--- config.mk ---
export PLATFORM = sky130hd
export DESIGN_NAME = serial_echo_top
export DESIGN_NICKNAME = d
export VERILOG_FILES = /design/src/verilog/echo_pkg.sv /design/src/verilog/serial_pkg.sv /design/src/verilog/serial_echo_top.sv /design/src/verilog/serial_tx.sv /design/src/verilog/echo_formatter.sv /design/src/verilog/serial_rx.sv
export VERILOG_INCLUDE_DIRS = /design/src /design/src/verilog
export SDC_FILE = /design/constraint.sdc
export NUM_CORES = 1
export LEC_CHECK = 0
export BUFFER_PORTS_ARGS = -buffer_cell sky130_fd_sc_hd__buf_2
export CORE_ASPECT_RATIO = 0.75
export CORE_MARGIN = 2
export CORE_UTILIZATION = 35
export CTS_CLUSTER_SIZE = 28
export DETAILED_ROUTE_END_ITERATION = 6
export MAX_ROUTING_LAYER = met4
export PLACE_DENSITY = 0.54
export SYNTH_ARGS = -nofsm -noshare
export SYNTH_HDL_FRONTEND = slang
export SYNTH_HIERARCHICAL = 1
export SYNTH_SLANG_ARGS = --single-unit
--- constraint.sdc ---
create_clock -name clk27 -period 4.9 [get_ports clk27]
set_input_delay 0.245 -clock clk27 [delete_from_list [all_inputs] [get_ports clk27]]
set_output_delay 0.245 -clock clk27 [all_outputs]
set_load 0.005 [all_outputs]
--- src/verilog/serial_defs.svh ---
`ifndef SERIAL_DEFS_SVH
`define SERIAL_DEFS_SVH

// line timing
`define SERIAL_MAIN_CLK_HZ     27_000_000
`define SERIAL_BAUD            112_500
`define SERIAL_OVERSAMPLE      16
// 27 MHz / (112500 * 16), exact
`define SERIAL_CLKS_PER_TICK   (`SERIAL_MAIN_CLK_HZ / (`SERIAL_BAUD * `SERIAL_OVERSAMPLE))
// mid-bit sample point in ticks
`define SERIAL_SAMPLE_TICK     8

// character format
`define SERIAL_BITS            8
// 0 selects even parity
`define SERIAL_PARITY_ODD      1'b0

// echo line characters
`define SERIAL_ASCII_SPACE     8'h20
`define SERIAL_ASCII_CR        8'h0d
`define SERIAL_ASCII_LF        8'h0a
`define SERIAL_ASCII_ZERO      8'h30
`define SERIAL_ASCII_ONE       8'h31

`endif
--- src/verilog/echo_pkg.sv ---
`default_nettype none

package echo_pkg;

	// --------------------
	// echo line sequencer
	// --------------------

	// char, space, 8 digits, cr, lf
	typedef enum logic [2:0] {
		wait_char,
		send_char,
		send_space,
		send_bit,
		send_cr,
		send_lf
	} echo_state_e;

	// binary digit being printed, msb first
	typedef logic [2:0] digit_idx_t;

endpackage

`default_nettype wire

--- src/verilog/serial_pkg.sv ---
`default_nettype none

`include "serial_defs.svh"

package serial_pkg;

	// one character on the line
	typedef logic [`SERIAL_BITS-1:0] char_t;

	// clocks within one oversampling tick
	typedef logic [3:0] tick_cnt_t;

	// ticks within one bit
	typedef logic [3:0] os_cnt_t;

	// data bit position
	typedef logic [2:0] bit_idx_t;

	// frame phase, shared by rx and tx
	typedef enum logic [2:0] {
		line_idle,
		line_start,
		line_data,
		line_parity,
		line_stop
	} line_state_e;

endpackage

`default_nettype wire

--- src/verilog/serial_echo_top.sv ---
`timescale 1ns/1ps
`default_nettype none

module serial_echo_top (
	input  wire clk27,
	input  wire rst,
	input  wire serial_rx,
	output wire serial_tx,
	output wire parity_error,
	output wire overrun
);

	// rx to formatter handshake
	serial_pkg::char_t rx_char;
	logic rx_req;
	logic rx_ack;

	// formatter to tx handshake
	serial_pkg::char_t tx_char;
	logic tx_req;
	logic tx_ack;

	// --------------------
	// input side
	// --------------------
	serial_rx i_rx (
		.clk27(clk27),
		.rst(rst),
		.serial_rx(serial_rx),
		.rx_char(rx_char),
		.rx_req(rx_req),
		.rx_ack(rx_ack),
		.parity_error(parity_error),
		.overrun(overrun)
	);

	// one char in, twelve chars out
	echo_formatter i_fmt (
		.clk27(clk27),
		.rst(rst),
		.rx_char(rx_char),
		.rx_req(rx_req),
		.rx_ack(rx_ack),
		.tx_char(tx_char),
		.tx_req(tx_req),
		.tx_ack(tx_ack)
	);

	// --------------------
	// output side
	// --------------------
	serial_tx i_tx (
		.clk27(clk27),
		.rst(rst),
		.tx_char(tx_char),
		.tx_req(tx_req),
		.tx_ack(tx_ack),
		.serial_tx(serial_tx)
	);

endmodule

`default_nettype wire

--- src/verilog/serial_tx.sv ---
`timescale 1ns/1ps
`default_nettype none

`include "serial_defs.svh"

module serial_tx (
	input  wire                      clk27,
	input  wire                      rst,
	input  wire serial_pkg::char_t   tx_char,
	input  wire                      tx_req,
	output logic                     tx_ack,
	output logic                     serial_tx
);

	serial_pkg::line_state_e state;
	serial_pkg::tick_cnt_t tick_cnt;
	serial_pkg::os_cnt_t os_cnt;
	serial_pkg::bit_idx_t bit_idx;
	serial_pkg::char_t shift;
	logic par_bit;
	logic tick;
	logic bit_end;
	logic start;

	// new request while idle
	assign start = (state == serial_pkg::line_idle) && tx_req && !tx_ack;

	// --------------------
	// bit timing
	// --------------------
	// 15 clocks per tick, 16 ticks per bit
	assign tick = (tick_cnt == `SERIAL_CLKS_PER_TICK - 1);
	assign bit_end = tick && (os_cnt == `SERIAL_OVERSAMPLE - 1);

	always_ff @(posedge clk27, posedge rst) begin
		if (rst) begin
			tick_cnt <= '0;
			os_cnt <= '0;
		end else if (state == serial_pkg::line_idle) begin
			tick_cnt <= '0;
			os_cnt <= '0;
		end else if (tick) begin
			tick_cnt <= '0;
			os_cnt <= os_cnt + 4'd1;
		end else begin
			tick_cnt <= tick_cnt + 4'd1;
		end
	end

	// --------------------
	// frame sequencer
	// --------------------
	always_ff @(posedge clk27, posedge rst) begin
		if (rst) begin
			state <= serial_pkg::line_idle;
			bit_idx <= '0;
			tx_ack <= 1'b0;
			serial_tx <= 1'b1;
		end else begin
			unique case (state)
				serial_pkg::line_idle: begin
					serial_tx <= 1'b1;
					if (tx_ack && !tx_req) begin
						tx_ack <= 1'b0;
					end
					if (start) begin
						serial_tx <= 1'b0;
						state <= serial_pkg::line_start;
					end
				end
				serial_pkg::line_start: begin
					if (bit_end) begin
						serial_tx <= shift[0];
						bit_idx <= '0;
						state <= serial_pkg::line_data;
					end
				end
				serial_pkg::line_data: begin
					if (bit_end) begin
						bit_idx <= bit_idx + 3'd1;
						if (bit_idx == `SERIAL_BITS - 1) begin
							serial_tx <= par_bit;
							state <= serial_pkg::line_parity;
						end else begin
							serial_tx <= shift[0];
						end
					end
				end
				serial_pkg::line_parity: begin
					if (bit_end) begin
						serial_tx <= 1'b1;
						state <= serial_pkg::line_stop;
					end
				end
				serial_pkg::line_stop: begin
					// ack once the stop bit is over
					if (bit_end) begin
						tx_ack <= 1'b1;
						state <= serial_pkg::line_idle;
					end
				end
				default: state <= serial_pkg::line_idle;
			endcase
		end
	end

	// data shifter, lsb goes out first
	always_ff @(posedge clk27) begin
		if (start) begin
			shift <= tx_char;
			par_bit <= (^tx_char) ^ `SERIAL_PARITY_ODD;
		end else if (bit_end && (state == serial_pkg::line_start || state == serial_pkg::line_data)) begin
			shift <= shift >> 1;
		end
	end

endmodule

`default_nettype wire

--- src/verilog/echo_formatter.sv ---
`timescale 1ns/1ps
`default_nettype none

`include "serial_defs.svh"

module echo_formatter (
	input  wire                      clk27,
	input  wire                      rst,
	input  wire serial_pkg::char_t   rx_char,
	input  wire                      rx_req,
	output logic                     rx_ack,
	output serial_pkg::char_t        tx_char,
	output logic                     tx_req,
	input  wire                      tx_ack
);

	echo_pkg::echo_state_e state;
	echo_pkg::echo_state_e after_state;
	echo_pkg::digit_idx_t digit;
	serial_pkg::char_t char_q;
	serial_pkg::char_t next_char;
	logic tx_done;
	logic tx_free;
	logic take_char;

	// tx handshake phases
	assign tx_done = tx_req && tx_ack;
	assign tx_free = !tx_req && !tx_ack;
	assign take_char = (state == echo_pkg::wait_char) && rx_req && !rx_ack;

	// --------------------
	// output character
	// --------------------
	always_comb begin
		next_char = char_q;
		after_state = echo_pkg::wait_char;
		unique case (state)
			echo_pkg::send_char: begin
				next_char = char_q;
				after_state = echo_pkg::send_space;
			end
			echo_pkg::send_space: begin
				next_char = `SERIAL_ASCII_SPACE;
				after_state = echo_pkg::send_bit;
			end
			echo_pkg::send_bit: begin
				// msb first
				next_char = char_q[digit] ? `SERIAL_ASCII_ONE : `SERIAL_ASCII_ZERO;
				after_state = (digit == '0) ? echo_pkg::send_cr : echo_pkg::send_bit;
			end
			echo_pkg::send_cr: begin
				next_char = `SERIAL_ASCII_CR;
				after_state = echo_pkg::send_lf;
			end
			echo_pkg::send_lf: begin
				next_char = `SERIAL_ASCII_LF;
				after_state = echo_pkg::wait_char;
			end
			default: begin
				next_char = char_q;
				after_state = echo_pkg::wait_char;
			end
		endcase
	end

	// --------------------
	// sequencer
	// --------------------
	always_ff @(posedge clk27, posedge rst) begin
		if (rst) begin
			state <= echo_pkg::wait_char;
			digit <= '1;
			rx_ack <= 1'b0;
			tx_req <= 1'b0;
		end else begin
			// rx side finishes its own four-phase cycle
			if (rx_ack && !rx_req) begin
				rx_ack <= 1'b0;
			end
			if (state == echo_pkg::wait_char) begin
				if (take_char) begin
					rx_ack <= 1'b1;
					state <= echo_pkg::send_char;
				end
			end else if (tx_free) begin
				tx_req <= 1'b1;
			end else if (tx_done) begin
				tx_req <= 1'b0;
				state <= after_state;
				// wraps back to 7 after the last digit
				if (state == echo_pkg::send_bit) begin
					digit <= digit - 3'd1;
				end
			end
		end
	end

	// latched char and tx data register
	always_ff @(posedge clk27) begin
		if (take_char) begin
			char_q <= rx_char;
		end
		if (state != echo_pkg::wait_char && tx_free) begin
			tx_char <= next_char;
		end
	end

endmodule

`default_nettype wire

--- src/verilog/serial_rx.sv ---
`timescale 1ns/1ps
`default_nettype none

`include "serial_defs.svh"

module serial_rx (
	input  wire                clk27,
	input  wire                rst,
	input  wire                serial_rx,
	output serial_pkg::char_t  rx_char,
	output logic               rx_req,
	input  wire                rx_ack,
	output logic               parity_error,
	output logic               overrun
);

	logic [1:0] line_sync;
	logic line_in;
	serial_pkg::line_state_e state;
	serial_pkg::tick_cnt_t tick_cnt;
	serial_pkg::os_cnt_t os_cnt;
	serial_pkg::bit_idx_t bit_idx;
	serial_pkg::char_t shift;
	logic par_bit;
	logic tick;
	logic sample;
	logic parity_ok;
	logic frame_done;
	logic frame_good;
	logic busy;

	// --------------------
	// line input
	// --------------------
	// two flop synchronizer, idle high
	always_ff @(posedge clk27, posedge rst) begin
		if (rst) begin
			line_sync <= 2'b11;
		end else begin
			line_sync <= {line_sync[0], serial_rx};
		end
	end

	assign line_in = line_sync[1];

	// --------------------
	// bit timing
	// --------------------
	assign tick = (tick_cnt == `SERIAL_CLKS_PER_TICK - 1);
	// os_cnt wraps every bit, so this hits mid-bit each time
	assign sample = tick && (os_cnt == `SERIAL_SAMPLE_TICK - 1);

	always_ff @(posedge clk27, posedge rst) begin
		if (rst) begin
			tick_cnt <= '0;
			os_cnt <= '0;
		end else if (state == serial_pkg::line_idle) begin
			// aligned to the detected start edge
			tick_cnt <= '0;
			os_cnt <= '0;
		end else if (tick) begin
			tick_cnt <= '0;
			os_cnt <= os_cnt + 4'd1;
		end else begin
			tick_cnt <= tick_cnt + 4'd1;
		end
	end

	// --------------------
	// frame checks
	// --------------------
	// data plus parity must xor to the parity mode
	assign parity_ok = (((^shift) ^ par_bit) == `SERIAL_PARITY_ODD);
	assign frame_done = sample && (state == serial_pkg::line_stop);
	assign frame_good = frame_done && parity_ok && line_in;
	// previous char still in its handshake
	assign busy = rx_req || rx_ack;

	always_ff @(posedge clk27, posedge rst) begin
		if (rst) begin
			state <= serial_pkg::line_idle;
			bit_idx <= '0;
			rx_req <= 1'b0;
			parity_error <= 1'b0;
			overrun <= 1'b0;
		end else begin
			// ack seen, release request
			if (rx_req && rx_ack) begin
				rx_req <= 1'b0;
			end
			unique case (state)
				serial_pkg::line_idle: begin
					if (!line_in) begin
						state <= serial_pkg::line_start;
					end
				end
				serial_pkg::line_start: begin
					if (sample) begin
						// glitch if line went high again
						state <= line_in ? serial_pkg::line_idle : serial_pkg::line_data;
						bit_idx <= '0;
					end
				end
				serial_pkg::line_data: begin
					if (sample) begin
						bit_idx <= bit_idx + 3'd1;
						if (bit_idx == `SERIAL_BITS - 1) begin
							state <= serial_pkg::line_parity;
						end
					end
				end
				serial_pkg::line_parity: begin
					if (sample) begin
						state <= serial_pkg::line_stop;
					end
				end
				serial_pkg::line_stop: begin
					if (sample) begin
						state <= serial_pkg::line_idle;
						if (!parity_ok) begin
							parity_error <= 1'b1;
						end else if (frame_good && busy) begin
							overrun <= 1'b1;
						end else if (frame_good) begin
							rx_req <= 1'b1;
						end
					end
				end
				default: state <= serial_pkg::line_idle;
			endcase
		end
	end

	// shift register and holding register
	always_ff @(posedge clk27) begin
		if (sample && state == serial_pkg::line_data) begin
			// lsb first, fills from the top
			shift <= {line_in, shift[`SERIAL_BITS-1:1]};
		end
		if (sample && state == serial_pkg::line_parity) begin
			par_bit <= line_in;
		end
		if (frame_good && !busy) begin
			rx_char <= shift;
		end
	end

endmodule

`default_nettype wire

======== Yosys cells after proc, flatten, opt, wreduce, memory -nomap -nowiden ========
Index checks and enable logic that the tools add are counted.
cells by class
  equality and inequality tests ........... 34
  $lt $le $gt $ge ......................... 1
  reduce and logical (&&, ||, !) cells .... 54
  $add $sub $neg .......................... 7
  bitwise operators ....................... 4
  mux-type cells .......................... 58
operators by type and width
  cell                                                                   number
  3-bit 2-to-1 mux                                                       19
  4-bit 2-to-1 mux                                                       8
  8-bit case mux with 4 select lines                                     1
  3-bit case mux with 5 select lines                                     2
  2-bit by 1-bit != test with 1-bit output, second input constant        12
  1-bit logical AND                                                      20
  1-bit 2-to-1 mux                                                       19
  3-bit by 2-bit equality test with 1-bit output, second input constant  6
  3-bit equality test, second input constant                             6
  4-bit by 1-bit adder with 4-bit output, second input constant          4
  8-bit 2-to-1 mux                                                       2
  2-bit nonzero test                                                     8
  8-bit XOR reduction                                                    2
  3-bit AND reduction                                                    5
  4-bit equality test, second input constant                             3
  3-bit logical NOT                                                      4
  3-bit case mux with 2 select lines                                     2
  3-bit case mux with 4 select lines                                     1
  4-bit AND reduction                                                    3
  6-bit AND reduction                                                    2
  3-bit by 1-bit equality test with 1-bit output, second input constant  3
  3-bit by 1-bit adder with 3-bit output, second input constant          2
  2-bit != test, second input constant                                   3
  1-bit logical NOT                                                      5
  13 further kinds                                                       16
storage, ports and cells
  input port bits ......................... 3
  output and inout port bits .............. 3
  logic and storage cells ................. 183
  bits in registers ....................... 85

======== Depth between registers and ports, before layout ========
  word-level depth ........................ 10
  gate-level depth with buffers ........... 7
  mapped depth without buffers ............ 6

======== Hierarchy ========
The synthesis kept the hierarchy.
by module, submodules not included
  module          seq. area each (um2)  times used  area each (um2)  cells an instance
  serial_rx       988.4                 1           1514.0           116
  serial_tx       671.9                 1           1411.4           119
  echo_formatter  684.4                 1           1171.1           90

======== Worst setup path after synthesis ========
Ideal clock, no wire load.
  path kind ............................... flip-flop to flip-flop
  from .................................... register i_rx.shift[2]
  to ...................................... register i_rx.rx_char[0] (enable)
  data arrival time ....................... 2.079 ns
  cell stages (with the launch flop) ...... 5
  setup time .............................. 0.395 ns
  slack ................................... 2.427 ns
  data required time ...................... 4.505 ns
  cells stage by stage .................... edfxtp_1 > xnor2_1 > xnor3_1 > xor2_1 > nor4_1
between the ends
  word-level cells in the longest chain between the ends .. 6
RTL lines
  element                          line              RTL
  from (decl)                      serial_rx.sv:23   serial_pkg::char_t shift;
  from (signal assigned)           serial_rx.sv:138  shift <= {line_in, shift[`SERIAL_BITS-1:1]};
  8-bit XOR reduction              serial_rx.sv:73   assign parity_ok = (((^shift) ^ par_bit) == `SERIAL_PARITY_ODD);
  1-bit bitwise XOR                serial_rx.sv:73
  1-bit NOT (no line)              n/a
  1-bit logical AND (2 in series)  serial_rx.sv:75   assign frame_good = frame_done && parity_ok && line_in;
  1-bit logical AND                serial_rx.sv:143  if (frame_good && !busy) begin
  to (signal assigned)             serial_rx.sv:144  rx_char <= shift;
  to (decl)                        serial_rx.sv:10   output serial_pkg::char_t rx_char,
No other way between the ends.
A chain may end at the register's enable or synchronous reset.

======== Worst setup path after layout ========
  from .................................... register i_tx.tick_cnt[0]
  to ...................................... register i_tx.shift[3] (enable)
between the ends
  word-level cells in the longest chain between the ends .. 4
RTL lines
  element                       line              RTL
  from (decl)                   serial_tx.sv:16   serial_pkg::tick_cnt_t tick_cnt;
  from (signal assigned)        serial_tx.sv:46   tick_cnt <= tick_cnt + 4'd1;
  4-bit equality test           serial_tx.sv:32   assign tick = (tick_cnt == `SERIAL_CLKS_PER_TICK - 1);
  1-bit logical AND             serial_tx.sv:33   assign bit_end = tick && (os_cnt == `SERIAL_OVERSAMPLE - 1);
  1-bit logical AND             serial_tx.sv:112  end else if (bit_end && (state == serial_pkg::line_start || state == serial_pkg::line_data)) begin
  2-bit nonzero test (no line)  n/a
  to (signal assigned)          serial_tx.sv:110  shift <= tx_char;
  to (signal assigned)          serial_tx.sv:113  shift <= shift >> 1;
  to (decl)                     serial_tx.sv:19   serial_pkg::char_t shift;
No other way between the ends.

==> summary.txt <==
Status
  • Status: complete, no violations

Logic synthesis
  • Compound-Gate Fraction of Synth Area: under 10%
  • XOR/XNOR Fraction of Synth Area: under 10%
  • Main synth FF type: edfxtp_1
  • Synth area leaders: edfxtp_1 (31%), dfrtp_1 (23%), ha_1 (4.9%)
  • Post-synth ARST share: 50.6%
  • Post-synth EDFFs: 42
  • Avg Synthesized Cell Area: 12.6 sq um
  • Flops & latches, synth: 85
  • Syn nets: 344
  • Cell taking the most area after synthesis: edfxtp_1
  • Simple-Gate Fraction of Synth Area: about 15%
  • Largest family of logic cells by synthesized area: simple AND/OR/NAND/NOR gates
  • Yosys warns: 6
  • Syn Inst Count: 325
  • Adder-Cell Fraction of Synth Area: a little under 5%
  • Post-Syn Area: 0.00410 sq mm
  • Area share of the largest cell type after synthesis: 30.8%
  • Yosys cell types: slightly above 60
  • Post-synthesis sequential area ratio: between 50% and 60%
  • Post-synthesis mux area share: 5.01%

Worst setup path
  • Crit. End Element: register
  • RR Endpoint: i_tx/shift[3]$_DFFE_PP_
  • R2R Setup Slk: 2.54 ns
  • Critical R2R Launch: i_tx/tick_cnt[0]$_DFF_PP0_
  • Worst Path Required: 4.87 ns
  • CP max FO: 12
  • R2R cell count: 5
  • CP Class: register to register
  • Critical path arrival: 2.33 ns
  • Critical path launch point type: register

Floorplan
  • Die Footprint: 0.0126 sq mm
  • Core area: roughly 0.011 sq mm
  • I/O Pins: 6
  • Chip height: 97.7 um
  • Rows: 34
  • Die width: 129 um
  • Starting density of the core: 35.7%

Drt
  • Final ANT Viol Nets: 0
  • DR vias/cell: 4.95
  • DR vias: 2378
  • Drt total wl: 6540 um
  • Initial DRC count: 100
  • Drt first pass iters: 4
  • DR WL/cell: 13.6 um
  • Drc violations: 0

Clocking
  • H-tree Lvls: 3
  • Resize count post-CTS: 0
  • Clock Tree Buf Depth: 2
  • Post-CTS setup buffers: 0
  • Clk Latency, worst-skew pair: 0.33 ns
  • Cts bufs inserted: 9
  • CTS root buf: clkbuf_16
  • Num Clock Sinks: 85
  • Clock Pin Slew Worst Setup and Hold Paths: 0.06 ns
  • CTS tree: done

Placed design
  • Routability cong.: ~0.76
  • DP HPWL: 4620 um
  • Port Buffers: 5
  • DP Worst Slack: 2.54 ns

Timing
  • RSZ-0062 raised after global routing: false
  • Worst-Margin Slew: roughly 0.74 ns
  • Final setup viols: 0
  • Setup TNS: 0 ns
  • Max Freq: 424 MHz
  • Fin Hold WS: approximately 0.36 ns
  • Final setup margin: 2.54 ns
  • Clk_skew: 0.00563 ns
  • Fin. max-slew vios: 0
  • Max_slew headroom: about 50%
  • Min Clock Period, post-route: 2.36 ns
  • Hold Violations, Final: 0
  • Fin crit share: 48.2%

Power
  • Sw Pwr: 0.283 mW
  • Pwr Total: 1.48 mW
  • Leak: 1.71 nW
  • Clock share of power: 48.9%
  • Int Power: 1.20 mW
  • Switching Share: between 10% and 20%
  • Share of total power in combinational logic: 0.6%
  • Worst vdd ir: 0.154 mV
  • Power Density: 324 mW/mm^2
  • Flop pwr share: 50.5%

GRT
  • Initial antenna violation count: 0
  • Number of global-route vias before repair: between 2000 and 2500
  • Grt total ovfl: 0
  • First-pass GRT wire length: 11600 um
  • Largest net degree at the start of global routing: 20
  • GRT Total Usage: 12.0%

Worst hold path
  • Worst Hold End: i_rx/line_sync[1]$_DFF_PP1_
  • Cells on Worst Hold Path: 0
  • Worst Hold Class: register to register
  • Hold path start: i_rx/line_sync[0]$_DFF_PP1_

Layout
  • Share of layout cells above drive strength 1: 15.8%
  • Most frequent cells in the layout: edfxtp_1 (42), dfrtp_1 (37), nor2_1 (25)
  • Final net count: 350
  • Commonest non-fill, non-tap cell in the layout: edfxtp_1
  • Final core utilization: 39.8%
  • Number of antenna diodes: 0
  • Register area: 0.00234 sq mm
  • Total of fill cells in the finished design: 1107
  • Layout Area Growth over Synthesis: 11.5%
  • Area of the multi-input gates: 0.00161 sq mm

Job
  • MaxCap Viol Count: 0
## per-layer routing
layer	GRT usage (%)	part of all wire (%)	routed length [um]
met1	16.8	54	3540
met3	3.96	3.1	202
met4	3.43	0.98	64
met5	-	0	0
met2	16.5	42	2730
## Yosys cell counts, types with 4 or more instances
cell,number
buf_6,4
inv_1,16
nand2_1,14
xor2_1,6
nor2_1,25
nand3b_1,5
nand3_1,11
or3_1,4
buf_2,6
edfxtp_1,42
dfrtp_1,37
and3b_1,4
a21oi_1,12
and2_1,5
xnor2_1,16
ha_1,16
o21ai_0,8
mux2_4,7
o211ai_1,4
nand4_1,4
nor2b_1,8
o31ai_1,4
dfstp_2,6
mux2i_1,4
## how the worst max path moves through the flow
stage | startpoint | to | depth (start not counted)
5_1_grt | i_tx/tick_cnt[0]$_DFF_PP0_ | i_tx/shift[3]$_DFFE_PP_ | 5
6_report | i_tx/tick_cnt[0]$_DFF_PP0_ | i_tx/shift[3]$_DFFE_PP_ | 5
4_1_cts | i_tx/tick_cnt[0]$_DFF_PP0_ | i_tx/shift[5]$_DFFE_PP_ | 5
2_1_floorplan | i_rx/shift[2]$_DFFE_PP_ | i_rx/rx_char[0]$_DFFE_PP_ | 4
3_3_place_gp | i_tx/tick_cnt[0]$_DFF_PP0_ | i_tx/shift[5]$_DFFE_PP_ | 5
3_5_place_dp | i_tx/tick_cnt[0]$_DFF_PP0_ | i_tx/shift[5]$_DFFE_PP_ | 5
## stage by stage
step / cells / area, sq um
after floorplan: 325 / 4100
after global placement: 462 / 4220
after detailed placement: 462 / 4220
after CTS: 480 / 4570
after global routing: 480 / 4570
final: 480 / 4570
## final cells by class
cell class | instances | share of cell area (%)
Sequential cell | 85 | 51.3
Multi-Input combinational cell | 211 | 35.1
Clock buffer | 9 | 4.93
Tap cell | 144 | 3.94
Clock inverter | 7 | 2.19
Inverter | 16 | 1.31
Timing Repair Buffer | 8 | 1.15
## registers in the layout (all words and copies together) (netlist names), 2 cells and up
register and flops:
i_fmt/tx_char 8, i_rx/bit_idx 3, i_rx/state 3, i_rx/rx_char 8, i_rx/shift 8, i_fmt/char_q 8, i_fmt/digit 3, i_rx/tick_cnt 4
i_tx/shift 8, i_tx/bit_idx 3, i_tx/state 3, i_rx/os_cnt 4, i_tx/os_cnt 4, i_tx/tick_cnt 4, i_fmt/state 3, i_rx/line_sync 2
## timing repair
item | 4_1_cts | 5_1_grt
hold endpoints to repair | 6 | 0
setup endpoints to repair | 0 | 0
hold buffers | 2 | 0
## critical path: stages (launching register included)
cell,delay (ns)
dfrtp_1,0.42
inv_1,0.07
ha_1,0.21
nand3_2,0.21
or3_1,0.42
a221oi_2,0.66
## power by group through the flow
| stage | Clock (mW) | Combinational, mW | Sequential [mW] |
|---|---|---|---|
| after floorplan | 0 | 0.00559 | 0.760 |
| after global placement | 0 | 0.00894 | 0.761 |
| after detailed placement | 0 | 0.00910 | 0.761 |
| after CTS | 0.747 | 0.0104 | 0.747 |
| after global routing | 0.779 | 0.0114 | 0.746 |
| final | 0.723 | 0.00951 | 0.747 |
## kinds of logic after synthesis
group                    count (synthesis)
AO/OA/AOI/OAI                           49
adder cells (fa/ha/maj)                 16
multiplexers                            15
AND/OR/NAND/NOR                        107
buffers and inverters                   29
flip-flops                              85
XOR/XNOR                                24
(Power assumes the default switching activity.)
